[config.mk]
export PLATFORM = sky130hd
export DESIGN_NAME = lockstep_top
export DESIGN_NICKNAME = d
export VERILOG_FILES = /design/src/source/lockstep_pkg.sv /design/src/source/lockstep_delay.sv /design/src/source/lockstep_reset.sv /design/src/source/core_decode.sv /design/src/source/core_execute.sv /design/src/source/lockstep_compare.sv /design/src/source/lockstep_top.sv
export SDC_FILE = /design/constraint.sdc
export NUM_CORES = 1
export LEC_CHECK = 0
export BUFFER_PORTS_ARGS = -buffer_cell sky130_fd_sc_hd__buf_2
export CAP_MARGIN = 20
export CORE_MARGIN = 3
export CORE_UTILIZATION = 50
export CTS_CLUSTER_DIAMETER = 150
export DETAILED_ROUTE_END_ITERATION = 8
export PLACE_DENSITY = 0.67
export SLEW_MARGIN = 0
export SYNTH_ARGS = -nofsm -noshare
export SYNTH_HDL_FRONTEND = slang
export SYNTH_SLANG_ARGS = --single-unit
[constraint.sdc]
create_clock -name clk_i -period 6.4 [get_ports clk_i]
set_input_delay 0.64 -clock clk_i [delete_from_list [all_inputs] [get_ports clk_i]]
set_output_delay 0.64 -clock clk_i [all_outputs]
set_load 0.05 [all_outputs]
[src/source/lockstep_pkg.sv]
// Lockstep shared definitions

package lockstep_pkg;

  ////////////////////////////////////////////////////////////////////////////
  // Lockstep timing
  ////////////////////////////////////////////////////////////////////////////

  // Cycles the shadow core trails the main core
  localparam int unsigned LOCKSTEP_OFFSET = 2;
  // Main results wait one extra cycle for the shadow output register
  localparam int unsigned OUTPUTS_OFFSET  = LOCKSTEP_OFFSET + 1;
  localparam int unsigned OFFSET_CNT_W    = (LOCKSTEP_OFFSET > 1) ? $clog2(LOCKSTEP_OFFSET) : 1;

  ////////////////////////////////////////////////////////////////////////////
  // Core widths
  ////////////////////////////////////////////////////////////////////////////

  localparam int unsigned DATA_W     = 16;
  localparam int unsigned INSTR_W    = 16;
  localparam int unsigned REG_ADDR_W = 2;
  localparam int unsigned NUM_REGS   = 4;
  localparam int unsigned IMM_W      = 8;
  // Shift amount taken from the low immediate bits
  localparam int unsigned SHIFT_W    = 4;
  localparam int unsigned MUBI_W     = 4;

  // Instruction field layout
  localparam int unsigned OPC_MSB = 15;
  localparam int unsigned OPC_LSB = 12;
  localparam int unsigned RD_MSB  = 11;
  localparam int unsigned RD_LSB  = 10;
  localparam int unsigned RS_MSB  = 9;
  localparam int unsigned RS_LSB  = 8;
  localparam int unsigned IMM_MSB = 7;
  localparam int unsigned IMM_LSB = 0;

  ////////////////////////////////////////////////////////////////////////////
  // Encodings
  ////////////////////////////////////////////////////////////////////////////

  typedef enum logic [3:0] {
    OP_NOP = 4'h0,
    OP_LDI = 4'h1,
    OP_ADD = 4'h2,
    OP_SUB = 4'h3,
    OP_AND = 4'h4,
    OP_XOR = 4'h5,
    OP_SHL = 4'h6
  } opcode_e;

  // Neither bitwise complements nor bit-reversals of each other
  typedef enum logic [MUBI_W-1:0] {
    MUBI_ON  = 4'b0101,
    MUBI_OFF = 4'b1100
  } mubi_e;

endpackage

[src/source/lockstep_delay.sv]
// Resettable delay line

`timescale 1ns/1ps

module lockstep_delay #(
  parameter int unsigned Width = 8,
  parameter int unsigned Depth = 2
) (
  input  logic             clk_i,
  input  logic             rst_ni,
  input  logic [Width-1:0] data_i,
  output logic [Width-1:0] data_o
);

  logic [Width-1:0] stage_q [Depth];

  // Stage 0 takes the input, the last stage drives the output
  always_ff @(posedge clk_i or negedge rst_ni) begin
    if (!rst_ni) begin
      for (int i = 0; i < Depth; i++) begin
        stage_q[i] <= '0;
      end
    end else begin
      stage_q[0] <= data_i;
      for (int i = 1; i < Depth; i++) begin
        stage_q[i] <= stage_q[i-1];
      end
    end
  end

  assign data_o = stage_q[Depth-1];

endmodule

[src/source/lockstep_reset.sv]
// Shadow reset sequencer

`timescale 1ns/1ps

module lockstep_reset import lockstep_pkg::*; (
  input  logic clk_i,
  input  logic rst_ni,
  output logic shadow_rst_no,
  output logic cmp_enable_o
);

  localparam logic [OFFSET_CNT_W-1:0] CNT_MAX = OFFSET_CNT_W'(LOCKSTEP_OFFSET - 1);

  logic [OFFSET_CNT_W-1:0] cnt_q;
  mubi_e                   shadow_set_d;
  mubi_e                   shadow_set_q;
  mubi_e                   enable_cmp_q;

  // Counts up after reset and saturates one below the offset
  always_ff @(posedge clk_i or negedge rst_ni) begin
    if (!rst_ni) begin
      cnt_q <= '0;
    end else if (cnt_q != CNT_MAX) begin
      cnt_q <= cnt_q + 1'b1;
    end
  end

  assign shadow_set_d = (cnt_q == CNT_MAX) ? MUBI_ON : MUBI_OFF;

  ////////////////////////////////////////////////////////////////////////////
  // Release and enable flags
  ////////////////////////////////////////////////////////////////////////////

  always_ff @(posedge clk_i or negedge rst_ni) begin
    if (!rst_ni) begin
      shadow_set_q <= MUBI_OFF;
      enable_cmp_q <= MUBI_OFF;
    end else begin
      shadow_set_q <= shadow_set_d;
      // Comparison starts one cycle after the shadow leaves reset
      enable_cmp_q <= shadow_set_q;
    end
  end

  assign shadow_rst_no = (shadow_set_q == MUBI_ON);

  // Any code other than OFF enables the comparison
  assign cmp_enable_o  = (enable_cmp_q != MUBI_OFF);

endmodule

[src/source/core_decode.sv]
// Shadow core instruction decoder

`timescale 1ns/1ps

module core_decode import lockstep_pkg::*; (
  input  logic                  instr_valid_i,
  input  logic [INSTR_W-1:0]    instr_i,
  output opcode_e               op_o,
  output logic [REG_ADDR_W-1:0] rd_o,
  output logic [REG_ADDR_W-1:0] rs_o,
  output logic [IMM_W-1:0]      imm_o,
  output logic                  write_o
);

  logic [OPC_MSB-OPC_LSB:0] opc_raw;

  assign opc_raw = instr_i[OPC_MSB:OPC_LSB];

  // Register and immediate fields
  assign rd_o  = instr_i[RD_MSB:RD_LSB];
  assign rs_o  = instr_i[RS_MSB:RS_LSB];
  assign imm_o = instr_i[IMM_MSB:IMM_LSB];

  // Undefined codes fall back to NOP
  always_comb begin
    case (opc_raw)
      OP_LDI:  op_o = OP_LDI;
      OP_ADD:  op_o = OP_ADD;
      OP_SUB:  op_o = OP_SUB;
      OP_AND:  op_o = OP_AND;
      OP_XOR:  op_o = OP_XOR;
      OP_SHL:  op_o = OP_SHL;
      default: op_o = OP_NOP;
    endcase
  end

  // Every defined opcode except NOP writes rd
  assign write_o = instr_valid_i && (op_o != OP_NOP);

endmodule

[src/source/core_execute.sv]
// Shadow core execute stage

`timescale 1ns/1ps

module core_execute import lockstep_pkg::*; (
  input  logic                  clk_i,
  input  logic                  rst_ni,
  input  opcode_e               op_i,
  input  logic [REG_ADDR_W-1:0] rd_i,
  input  logic [REG_ADDR_W-1:0] rs_i,
  input  logic [IMM_W-1:0]      imm_i,
  input  logic                  write_i,
  output logic                  res_valid_o,
  output logic [REG_ADDR_W-1:0] res_addr_o,
  output logic [DATA_W-1:0]     res_data_o
);

  logic [DATA_W-1:0] regs_q [NUM_REGS];
  logic [DATA_W-1:0] rd_val;
  logic [DATA_W-1:0] rs_val;
  logic [DATA_W-1:0] new_val;

  assign rd_val = regs_q[rd_i];
  assign rs_val = regs_q[rs_i];

  ////////////////////////////////////////////////////////////////////////////
  // Arithmetic unit
  ////////////////////////////////////////////////////////////////////////////

  always_comb begin
    case (op_i)
      OP_LDI:  new_val = DATA_W'(imm_i);
      OP_ADD:  new_val = rd_val + rs_val;
      OP_SUB:  new_val = rd_val - rs_val;
      OP_AND:  new_val = rd_val & rs_val;
      OP_XOR:  new_val = rd_val ^ rs_val;
      OP_SHL:  new_val = rd_val << imm_i[SHIFT_W-1:0];
      default: new_val = rd_val;
    endcase
  end

  ////////////////////////////////////////////////////////////////////////////
  // Register file
  ////////////////////////////////////////////////////////////////////////////

  always_ff @(posedge clk_i or negedge rst_ni) begin
    if (!rst_ni) begin
      for (int i = 0; i < NUM_REGS; i++) begin
        regs_q[i] <= '0;
      end
    end else if (write_i) begin
      regs_q[rd_i] <= new_val;
    end
  end

  // Result port, address and data read zero on idle cycles
  // so they line up with an idle main-core result
  always_ff @(posedge clk_i or negedge rst_ni) begin
    if (!rst_ni) begin
      res_valid_o <= 1'b0;
      res_addr_o  <= '0;
      res_data_o  <= '0;
    end else begin
      res_valid_o <= write_i;
      res_addr_o  <= write_i ? rd_i : '0;
      res_data_o  <= write_i ? new_val : '0;
    end
  end

endmodule

[src/source/lockstep_compare.sv]
// Lockstep output comparator

`timescale 1ns/1ps

module lockstep_compare import lockstep_pkg::*; (
  input  logic                  clk_i,
  input  logic                  rst_ni,
  input  logic                  cmp_enable_i,
  input  logic                  shadow_valid_i,
  input  logic [REG_ADDR_W-1:0] shadow_addr_i,
  input  logic [DATA_W-1:0]     shadow_data_i,
  input  logic                  core_valid_i,
  input  logic [REG_ADDR_W-1:0] core_addr_i,
  input  logic [DATA_W-1:0]     core_data_i,
  output logic                  alert_major_o
);

  logic                  shadow_valid_q;
  logic [REG_ADDR_W-1:0] shadow_addr_q;
  logic [DATA_W-1:0]     shadow_data_q;
  logic                  outputs_mismatch;

  // Shadow output register, matches the extra main-result stage
  always_ff @(posedge clk_i or negedge rst_ni) begin
    if (!rst_ni) begin
      shadow_valid_q <= 1'b0;
      shadow_addr_q  <= '0;
      shadow_data_q  <= '0;
    end else begin
      shadow_valid_q <= shadow_valid_i;
      shadow_addr_q  <= shadow_addr_i;
      shadow_data_q  <= shadow_data_i;
    end
  end

  ////////////////////////////////////////////////////////////////////////////
  // Comparison
  ////////////////////////////////////////////////////////////////////////////

  assign outputs_mismatch =
    {shadow_valid_q, shadow_addr_q, shadow_data_q} != {core_valid_i, core_addr_i, core_data_i};

  assign alert_major_o = cmp_enable_i & outputs_mismatch;

endmodule

[src/source/lockstep_top.sv]
// Lockstep shadow core top level

`timescale 1ns/1ps

module lockstep_top import lockstep_pkg::*; (
  input  logic                  clk_i,
  input  logic                  rst_ni,
  input  logic                  instr_valid_i,
  input  logic [INSTR_W-1:0]    instr_i,
  input  logic                  core_res_valid_i,
  input  logic [REG_ADDR_W-1:0] core_res_addr_i,
  input  logic [DATA_W-1:0]     core_res_data_i,
  output logic                  alert_major_o
);

  localparam int unsigned RES_W = 1 + REG_ADDR_W + DATA_W;

  logic                  shadow_rst_n;
  logic                  cmp_enable;

  // Delayed instruction stream
  logic                  dly_instr_valid;
  logic [INSTR_W-1:0]    dly_instr;

  // Decoded fields
  opcode_e               dec_op;
  logic [REG_ADDR_W-1:0] dec_rd;
  logic [REG_ADDR_W-1:0] dec_rs;
  logic [IMM_W-1:0]      dec_imm;
  logic                  dec_write;

  // Shadow core results
  logic                  shadow_res_valid;
  logic [REG_ADDR_W-1:0] shadow_res_addr;
  logic [DATA_W-1:0]     shadow_res_data;

  // Delayed main core results
  logic                  dly_res_valid;
  logic [REG_ADDR_W-1:0] dly_res_addr;
  logic [DATA_W-1:0]     dly_res_data;

  ////////////////////////////////////////////////////////////////////////////
  // Reset sequencing
  ////////////////////////////////////////////////////////////////////////////

  lockstep_reset u_reset (
    .clk_i         (clk_i),
    .rst_ni        (rst_ni),
    .shadow_rst_no (shadow_rst_n),
    .cmp_enable_o  (cmp_enable)
  );

  ////////////////////////////////////////////////////////////////////////////
  // Delay lines
  ////////////////////////////////////////////////////////////////////////////

  lockstep_delay #(
    .Width (INSTR_W + 1),
    .Depth (LOCKSTEP_OFFSET)
  ) u_instr_delay (
    .clk_i  (clk_i),
    .rst_ni (rst_ni),
    .data_i ({instr_valid_i, instr_i}),
    .data_o ({dly_instr_valid, dly_instr})
  );

  lockstep_delay #(
    .Width (RES_W),
    .Depth (OUTPUTS_OFFSET)
  ) u_result_delay (
    .clk_i  (clk_i),
    .rst_ni (rst_ni),
    .data_i ({core_res_valid_i, core_res_addr_i, core_res_data_i}),
    .data_o ({dly_res_valid, dly_res_addr, dly_res_data})
  );

  ////////////////////////////////////////////////////////////////////////////
  // Shadow core
  ////////////////////////////////////////////////////////////////////////////

  core_decode u_decode (
    .instr_valid_i (dly_instr_valid),
    .instr_i       (dly_instr),
    .op_o          (dec_op),
    .rd_o          (dec_rd),
    .rs_o          (dec_rs),
    .imm_o         (dec_imm),
    .write_o       (dec_write)
  );

  core_execute u_execute (
    .clk_i       (clk_i),
    .rst_ni      (shadow_rst_n),
    .op_i        (dec_op),
    .rd_i        (dec_rd),
    .rs_i        (dec_rs),
    .imm_i       (dec_imm),
    .write_i     (dec_write),
    .res_valid_o (shadow_res_valid),
    .res_addr_o  (shadow_res_addr),
    .res_data_o  (shadow_res_data)
  );

  // Comparator
  lockstep_compare u_compare (
    .clk_i          (clk_i),
    .rst_ni         (rst_ni),
    .cmp_enable_i   (cmp_enable),
    .shadow_valid_i (shadow_res_valid),
    .shadow_addr_i  (shadow_res_addr),
    .shadow_data_i  (shadow_res_data),
    .core_valid_i   (dly_res_valid),
    .core_addr_i    (dly_res_addr),
    .core_data_i    (dly_res_data),
    .alert_major_o  (alert_major_o)
  );

endmodule

==> impl_metrics.ini, run 1 <==
[run_status]
status = completed

[finish]
fillers = 1477
num-nets-final = 828
final_cells = 996
syn2layout_area_growth_pct = 12.2
diodes = 0
seq_area_um2 = 4960
layout-drive-gt1-share_pct = 24.9
multiInputGateArea_um2 = 4180

[worst_setup_path]
reg2reg_slack_ps = 1570
cp-start-kind = register
worst_r2r_startpoint = u_instr_delay.data_o[8]
required_ps = 6720
cp.arrival_ps = 5150
cp-end-kind = register
path_class = register to register
cp_max_fo = 15
startpoint = u_instr_delay.data_o[8]

[grt]
grt_max_degree = 84
gr-total-overflow = 0
track_usage_pct = 24.2
grt_pass1_vias = 6351
antenna_found_initial = 0
grt_pass1_wl_um = 37100

[sta]
drv_slew = 0
rsz0062_at_grt = false
fin_ws_ps = 1570
slew_headroom_pct = 23.1
hold_viol = 0
setup_viol = 0
max_clock_freq_mhz = 207
tns_ps = 0
period_share_pct = 75.5
min_period_ps = 4830
finClkSkew_ps = 12.3
worst_pin_slew_ps = 1150

[synth]
synth_area_um2 = 9270
avgSynthCellArea_um2 = 13.0
ys_async_sr_fraction_pct = 100
synth_top_cell_by_area = dfrtp_1
synth_top_area_share_pct = 52.9
dominantRegCellSynth = dfrtp_1
syn_nets = 787
synth_cells = 713
synth_edf_count = 0
synth_seq_cells = 198
synth_area_leaders = dfrtp_1 53%, mux4_2 7.8%, mux2_2 6.4%, ha_1 4.7%, xor2_1 2.9%
ys_seq_area_share_pct = 53.5
synth_warnings = 0
synth_cell_types = 77

[power_and_ir_drop]
clkPwrFrac_pct = 24.4
powerDensity_nw_per_um2 = 418
power_frac_seq_pct = 36.6
power.total_mw = 4.34
combPwrFrac_pct = 39.0
ir_drop_v = 0.000204
power.leakage_nw = 4.61
swShare_pct = 38.1
switchingPower_mw = 1.65
p_int_mw = 2.69

[die]
rows = 49
die_h_um = 142
dieArea_um2 = 20200
start_util_pct = 51.2
die-width_um = 142
boundaryPins = 39
coreArea_um2 = 18100

[routing]
wl_per_cell_um = 23.6
drt_iter0_drc = 667
first_pass_iters = 5
drcViolationCount = 0
ant_nets = 0
wirelength_um = 23500
viasPerCell = 6.13
via_count = 6110

[clocking]
cts_sinks = 198
clk_path_buf_depth = 2
ctsHoldBuffers = 0
cts_max_level = 4
cts_buffers = 17
root_buffer = clkbuf_16
insertion_delay_ps = 440
cts_setup_buffers = 0
cts_tree = built
path_clk_slew_ps = 80
cts.repair.resized = 0

[place]
place_ws_ps = 1640
numPortBuffers = 38
dp_cells = 962
gp_routability_congestion = 0.952
dp_hpwl_um = 17000

[min_path]
min_path_type = input pin to async pin

[flow_run]
cap_viol_max_count = 0
synth_stat cells (7+ instances only):
cell type	number
dfrtp_1	196
mux2_2	53
nor2_1	44
a21oi_1	43
nand2_1	40
ha_1	35
mux4_2	32
xor2_1	31
o21ai_0	18
clkbuf_1	16
mux2i_1	15
inv_1	13
o21ai_1	12
xnor2_1	11
a31oi_1	7
and3_1	7
through the flow:
stage                     instance area, µm²  hold slack (ps)  util [%]
after floorplan                         9270              331         -
after CTS                              10400              187      57.3
after detailed placement                9750              335      53.9
final                                  10400              165      57.5
after global placement                  9750              332      53.9
after global routing                   10400              202      57.5
logic make-up (layout without fill, tap and decap cells):
family                   Yosys count  after routing  share of synthesized area [%]
AO/OA/AOI/OAI                    144            144                           10.5
XOR/XNOR                          43             43                           4.27
adder cells (fa/ha/maj)           36             36                           4.94
buffers and inverters             44             98                           2.11
flip-flops                       198            198                           53.5
multiplexers                     103            103                           16.5
other                              1              1                         0.0405
AND/OR/NAND/NOR                  144            144                           8.10
layout by cell type (no fill, tap or decap), types with 15 or more instances in the layout:
cell type / n
dfrtp_1: 196
mux2_2: 53
nor2_1: 44
a21oi_1: 43
nand2_1: 40
buf_2: 37
ha_1: 35
mux4_2: 32
xor2_1: 31
o21ai_0: 18
clkbuf_16: 17
mux2i_1: 15
registers in the layout, indices dropped and copies added, names as in the netlist:
name,cells
u_reset.cnt_q,1
u_execute.res_addr_o,2
u_result_delay.data_o,19
u_reset.shadow_set_q,2
u_execute.res_data_o,16
u_execute.regs_q,64
u_compare.shadow_valid_q,1
u_reset.enable_cmp_q,2
u_compare.shadow_data_q,16
u_instr_delay.stage_q,17
u_result_delay.stage_q,38
u_compare.shadow_addr_q,2
u_instr_delay.data_o,17
u_execute.res_valid_o,1
area by class of cell:
| class | instances | share of cell area (%) |
|---|---|---|
| clock buffers | 18 | 4.13 |
| clock inverters | 14 | 1.72 |
| flip-flops and latches | 198 | 47.7 |
| well taps | 229 | 2.76 |
| repair buffers | 49 | 2.91 |
| multi-input cells | 471 | 40.2 |
| inverters | 17 | 0.614 |
layer usage:
metal	up-vias	wire length (µm)	GRT usage, %
li1	2714	-	-
met1	3148	10200	33.9
met2	214	11400	38.9
met3	34	1400	4.54
met4	0	496	7.07
met5	-	0	0
power groups by stage:
| stage | registers, mW | clock network (mW) | logic, mW |
|---|---|---|---|
| global placement | 1.59 | 0 | 1.65 |
| finish | 1.59 | 1.06 | 1.69 |
| global route | 1.61 | 1.14 | 1.85 |
| detailed placement | 1.61 | 0 | 1.66 |
| CTS | 1.58 | 1.08 | 1.67 |
| floorplan | 1.55 | 0 | 1.23 |
final timing paths:
path | end | depth (start not counted)
worst min-delay path | u_result_delay.stage_q[25] | 1
worst max-delay path | u_execute.regs_q[28] | 14
min in group clk_i | u_result_delay.stage_q[41] | 1
worst min register to register | u_execute.res_addr_o[0] | 2
worst max register to register | u_execute.regs_q[28] | 14
max in group asynchronous | u_instr_delay.stage_q[27] | 2
critical path, stage by stage, from the launching register on:
cell      delay (ps)
dfrtp_1          370
buf_4            320
mux4_1           750
nor4_4           390
nand2_1          190
o21ai_0          260
xor2_1           280
ha_1             340
a21o_1           210
or3_1            310
a41oi_1          250
nor2_1           100
xnor2_1          220
o221ai_1         330
mux2_2           380
(Power assumes the default switching activity.)
==> run 2, diff against run 1 <==
--- a/config.mk
+++ b/config.mk
@@ -5,6 +5,7 @@
 export SDC_FILE = /design/constraint.sdc
 export NUM_CORES = 1
 export LEC_CHECK = 0
+export ABC_AREA = 1
 export BUFFER_PORTS_ARGS = -buffer_cell sky130_fd_sc_hd__buf_2
 export CAP_MARGIN = 20
 export CORE_MARGIN = 3
==> constraint.sdc (replaced) <==
create_clock -name clk_i -period 4.6 [get_ports clk_i]
set_input_delay 0.46 -clock clk_i [delete_from_list [all_inputs] [get_ports clk_i]]
set_output_delay 0.46 -clock clk_i [all_outputs]
set_load 0.05 [all_outputs]
==> run 2 against run 1 <==
Wire length up 11%. First-iteration DRC count increased by 44%. Die area up 8.4%. Total power up 16%. Largest power group is now sequential cells. Highest routed layer unchanged.
==> impl_metrics.ini, run 2 <==
[sta]
period_share_pct = 88.3
finClkSkew_ps = 17.0
hold_ws_ps = 128
min_period_ps = 4060
slew_headroom_pct = 35.7
tns_ps = 0
rsz0062_at_grt = false
drv_slew = 0
hold_viol = 0
max_clock_freq_mhz = 246
worst_pin_slew_ps = 964
fin_ws_ps = 537
setup_viol = 0

[clocking]
cts_buffers = 17
insertion_delay_ps = 430
clk_path_buf_depth = 2
cts_sinks = 198
cts_setup_buffers = 0
ctsHoldBuffers = 0
cts.repair.resized = 0
cts_max_level = 4
root_buffer = clkbuf_16
cts_tree = built
path_clk_slew_ps = 80

[synth]
synth_top_area_share_pct = 48.7
synth_area_leaders = dfrtp_1 49%, nand2_1 13%, nand3_1 8.6%, ha_1 4.3%, nor2_1 3.1%
synth_warnings = 0
avgSynthCellArea_um2 = 8.59
synthTopCellsByCount = 359 x nand2_1, 196 x dfrtp_1, 174 x nand3_1
synth_most_common_cell = nand2_1
ys_async_sr_fraction_pct = 100
synth_cell_types = 59
synth_seq_cells = 198
synth_cells = 1173
dominantRegCellSynth = dfrtp_1
synth_top_cell_by_area = dfrtp_1
synth_area_um2 = 10100
ys_seq_area_share_pct = 49.2
synth_edf_count = 0
syn_nets = 1247

[power_and_ir_drop]
power_frac_seq_pct = 42.8
clkPwrFrac_pct = 28.7
combPwrFrac_pct = 28.4
ir_drop_v = 0.000269
powerDensity_nw_per_um2 = 457
power.leakage_nw = 5.56
swShare_pct = 36.8
p_int_mw = 3.18
switchingPower_mw = 1.85

[worst_setup_path]
cp-end-kind = register
cp-start-kind = register
required_ps = 4920
cp_max_fo = 17
path_class = register to register
cp.arrival_ps = 4390

[routing]
wirelength_um = 26000
drcViolationCount = 0
ant_nets = 0
drt_iter0_drc = 959
viasPerCell = 5.58
first_pass_iters = 6
wl_per_cell_um = 17.6
via_count = 8245

[min_path]
min_path_type = input pin to register

[run_status]
status = completed

[finish]
mostFrequentLayoutCell = nand2_1
diodes = 0
largest_reg_flops = 64
layout-drive-gt1-share_pct = 12.5
syn2layout_area_growth_pct = 9.15
num-nets-final = 1274
max_flop_register = u_execute.regs_q
fillers = 1822
final_cell_mix = 359 x nand2_1, 196 x dfrtp_1, 174 x nand3_1
fin_area_um2 = 11000

[flow_run]
cap_viol_max_count = 0

[place]
dp_hpwl_um = 19100
place_ws_ps = 573
gp_routability_congestion = 0.940
placed_area_um2 = 10400
numPortBuffers = 38

[grt]
grt_pass1_vias = 7996
track_usage_pct = 24.9
grt_max_degree = 82
grt_pass1_wl_um = 42800
gr-total-overflow = 0
antenna_found_initial = 0

[die]
dieArea_um2 = 21900
start_util_pct = 51.3
rows = 51
boundaryPins = 39
die-width_um = 148
coreArea_um2 = 19700
die_h_um = 148
## run 2: cell types whose count changed in the layout (fill, tap and decap cells not counted), moves of 11 or more
cell / before / now
mux2_2: 53 / 0
o21ai_1: 12 / 27
mux2i_1: 15 / 0
nor2_1: 44 / 81
nand2_1: 40 / 359
nor2_2: 0 / 11
inv_1: 13 / 59
a21oi_1: 43 / 28
mux4_2: 32 / 0
nand3_1: 6 / 174
## run 2: final cells by class
type | instances | area (µm²) | area share (%)
Timing Repair Buffer | 49 | 275 | 2.50
Multi-Input combinational cell | 861 | 4570 | 41.6
Clock buffer | 17 | 425 | 3.87
Tap cell | 265 | 332 | 3.01
Inverter | 73 | 277 | 2.51
Clock inverter | 15 | 163 | 1.48
Sequential cell | 198 | 4960 | 45.1
## run 2: metal layers
layer  vias to the layer above  track usage (%)  share of wire (%)
met5                         -                0                  0
met4                         0             7.90                2.6
met3                        52             4.20                7.1
met2                       351             39.3                 46
met1                      3942             35.4                 45
li1                       3900                -                  -
## run 2: metrics by stage
step	util [%]	power (mW)	std cells
6_report	56.0	5.03	1478
5_1_grt	56.0	5.35	1478
4_1_cts	56.0	5.04	1478
3_5_place_dp	53.0	3.58	1446
3_3_place_gp	53.0	3.56	1446
2_1_floorplan	-	3.19	1173
## run 2: worst max-delay path, cell delays in order (launching register included)
cell,delay [ps]
dfrtp_1,780
nand3_1,120
and2_1,250
inv_1,80
ha_1,160
nand2_1,70
nor2_1,100
nand3_1,140
o31ai_2,330
xor2_1,200
ha_1,320
a21oi_1,240
a21boi_0,220
nand3_1,220
o21ai_0,200
a21oi_1,70
nand3b_2,280
nand3_1,110
nand2_1,60
## run 2: logic make-up after synthesis
logic type,Yosys count,share of synthesized area [%]
adders and majority gates,36,4.54
AOI/OAI and AO/OA,117,7.58
and+or+nand+nor,672,30.0
DFF,198,49.2
other,1,0.0372
xor gates and xnor gates,35,3.12
buffers and inverters,114,5.52
## run 2: worst paths after layout
kind	startpoint	to	slack [ps]	cells past startpoint
max in group asynchronous	u_reset.shadow_set_q[0]	u_execute.res_data_o[13]	2950	3
min	core_res_data_i[9]	u_result_delay.stage_q[47]	130	1
min reg2reg	u_execute.res_data_o[8]	u_compare.shadow_data_q[8]	350	0
min in group asynchronous	rst_ni	u_result_delay.stage_q[36]	190	1
max reg2reg	u_instr_delay.data_o[9]	u_execute.regs_q[11]	540	18
max	u_instr_delay.data_o[9]	u_execute.regs_q[11]	540	18
## run 2: power by group through the flow
stage | combinational (mW) | clock, mW | sequential (mW)
3_3_place_gp | 1.38 | 0 | 2.17
3_5_place_dp | 1.41 | 0 | 2.18
4_1_cts | 1.42 | 1.48 | 2.15
6_report | 1.43 | 1.45 | 2.15
2_1_floorplan | 1.08 | 0 | 2.11
5_1_grt | 1.63 | 1.55 | 2.18
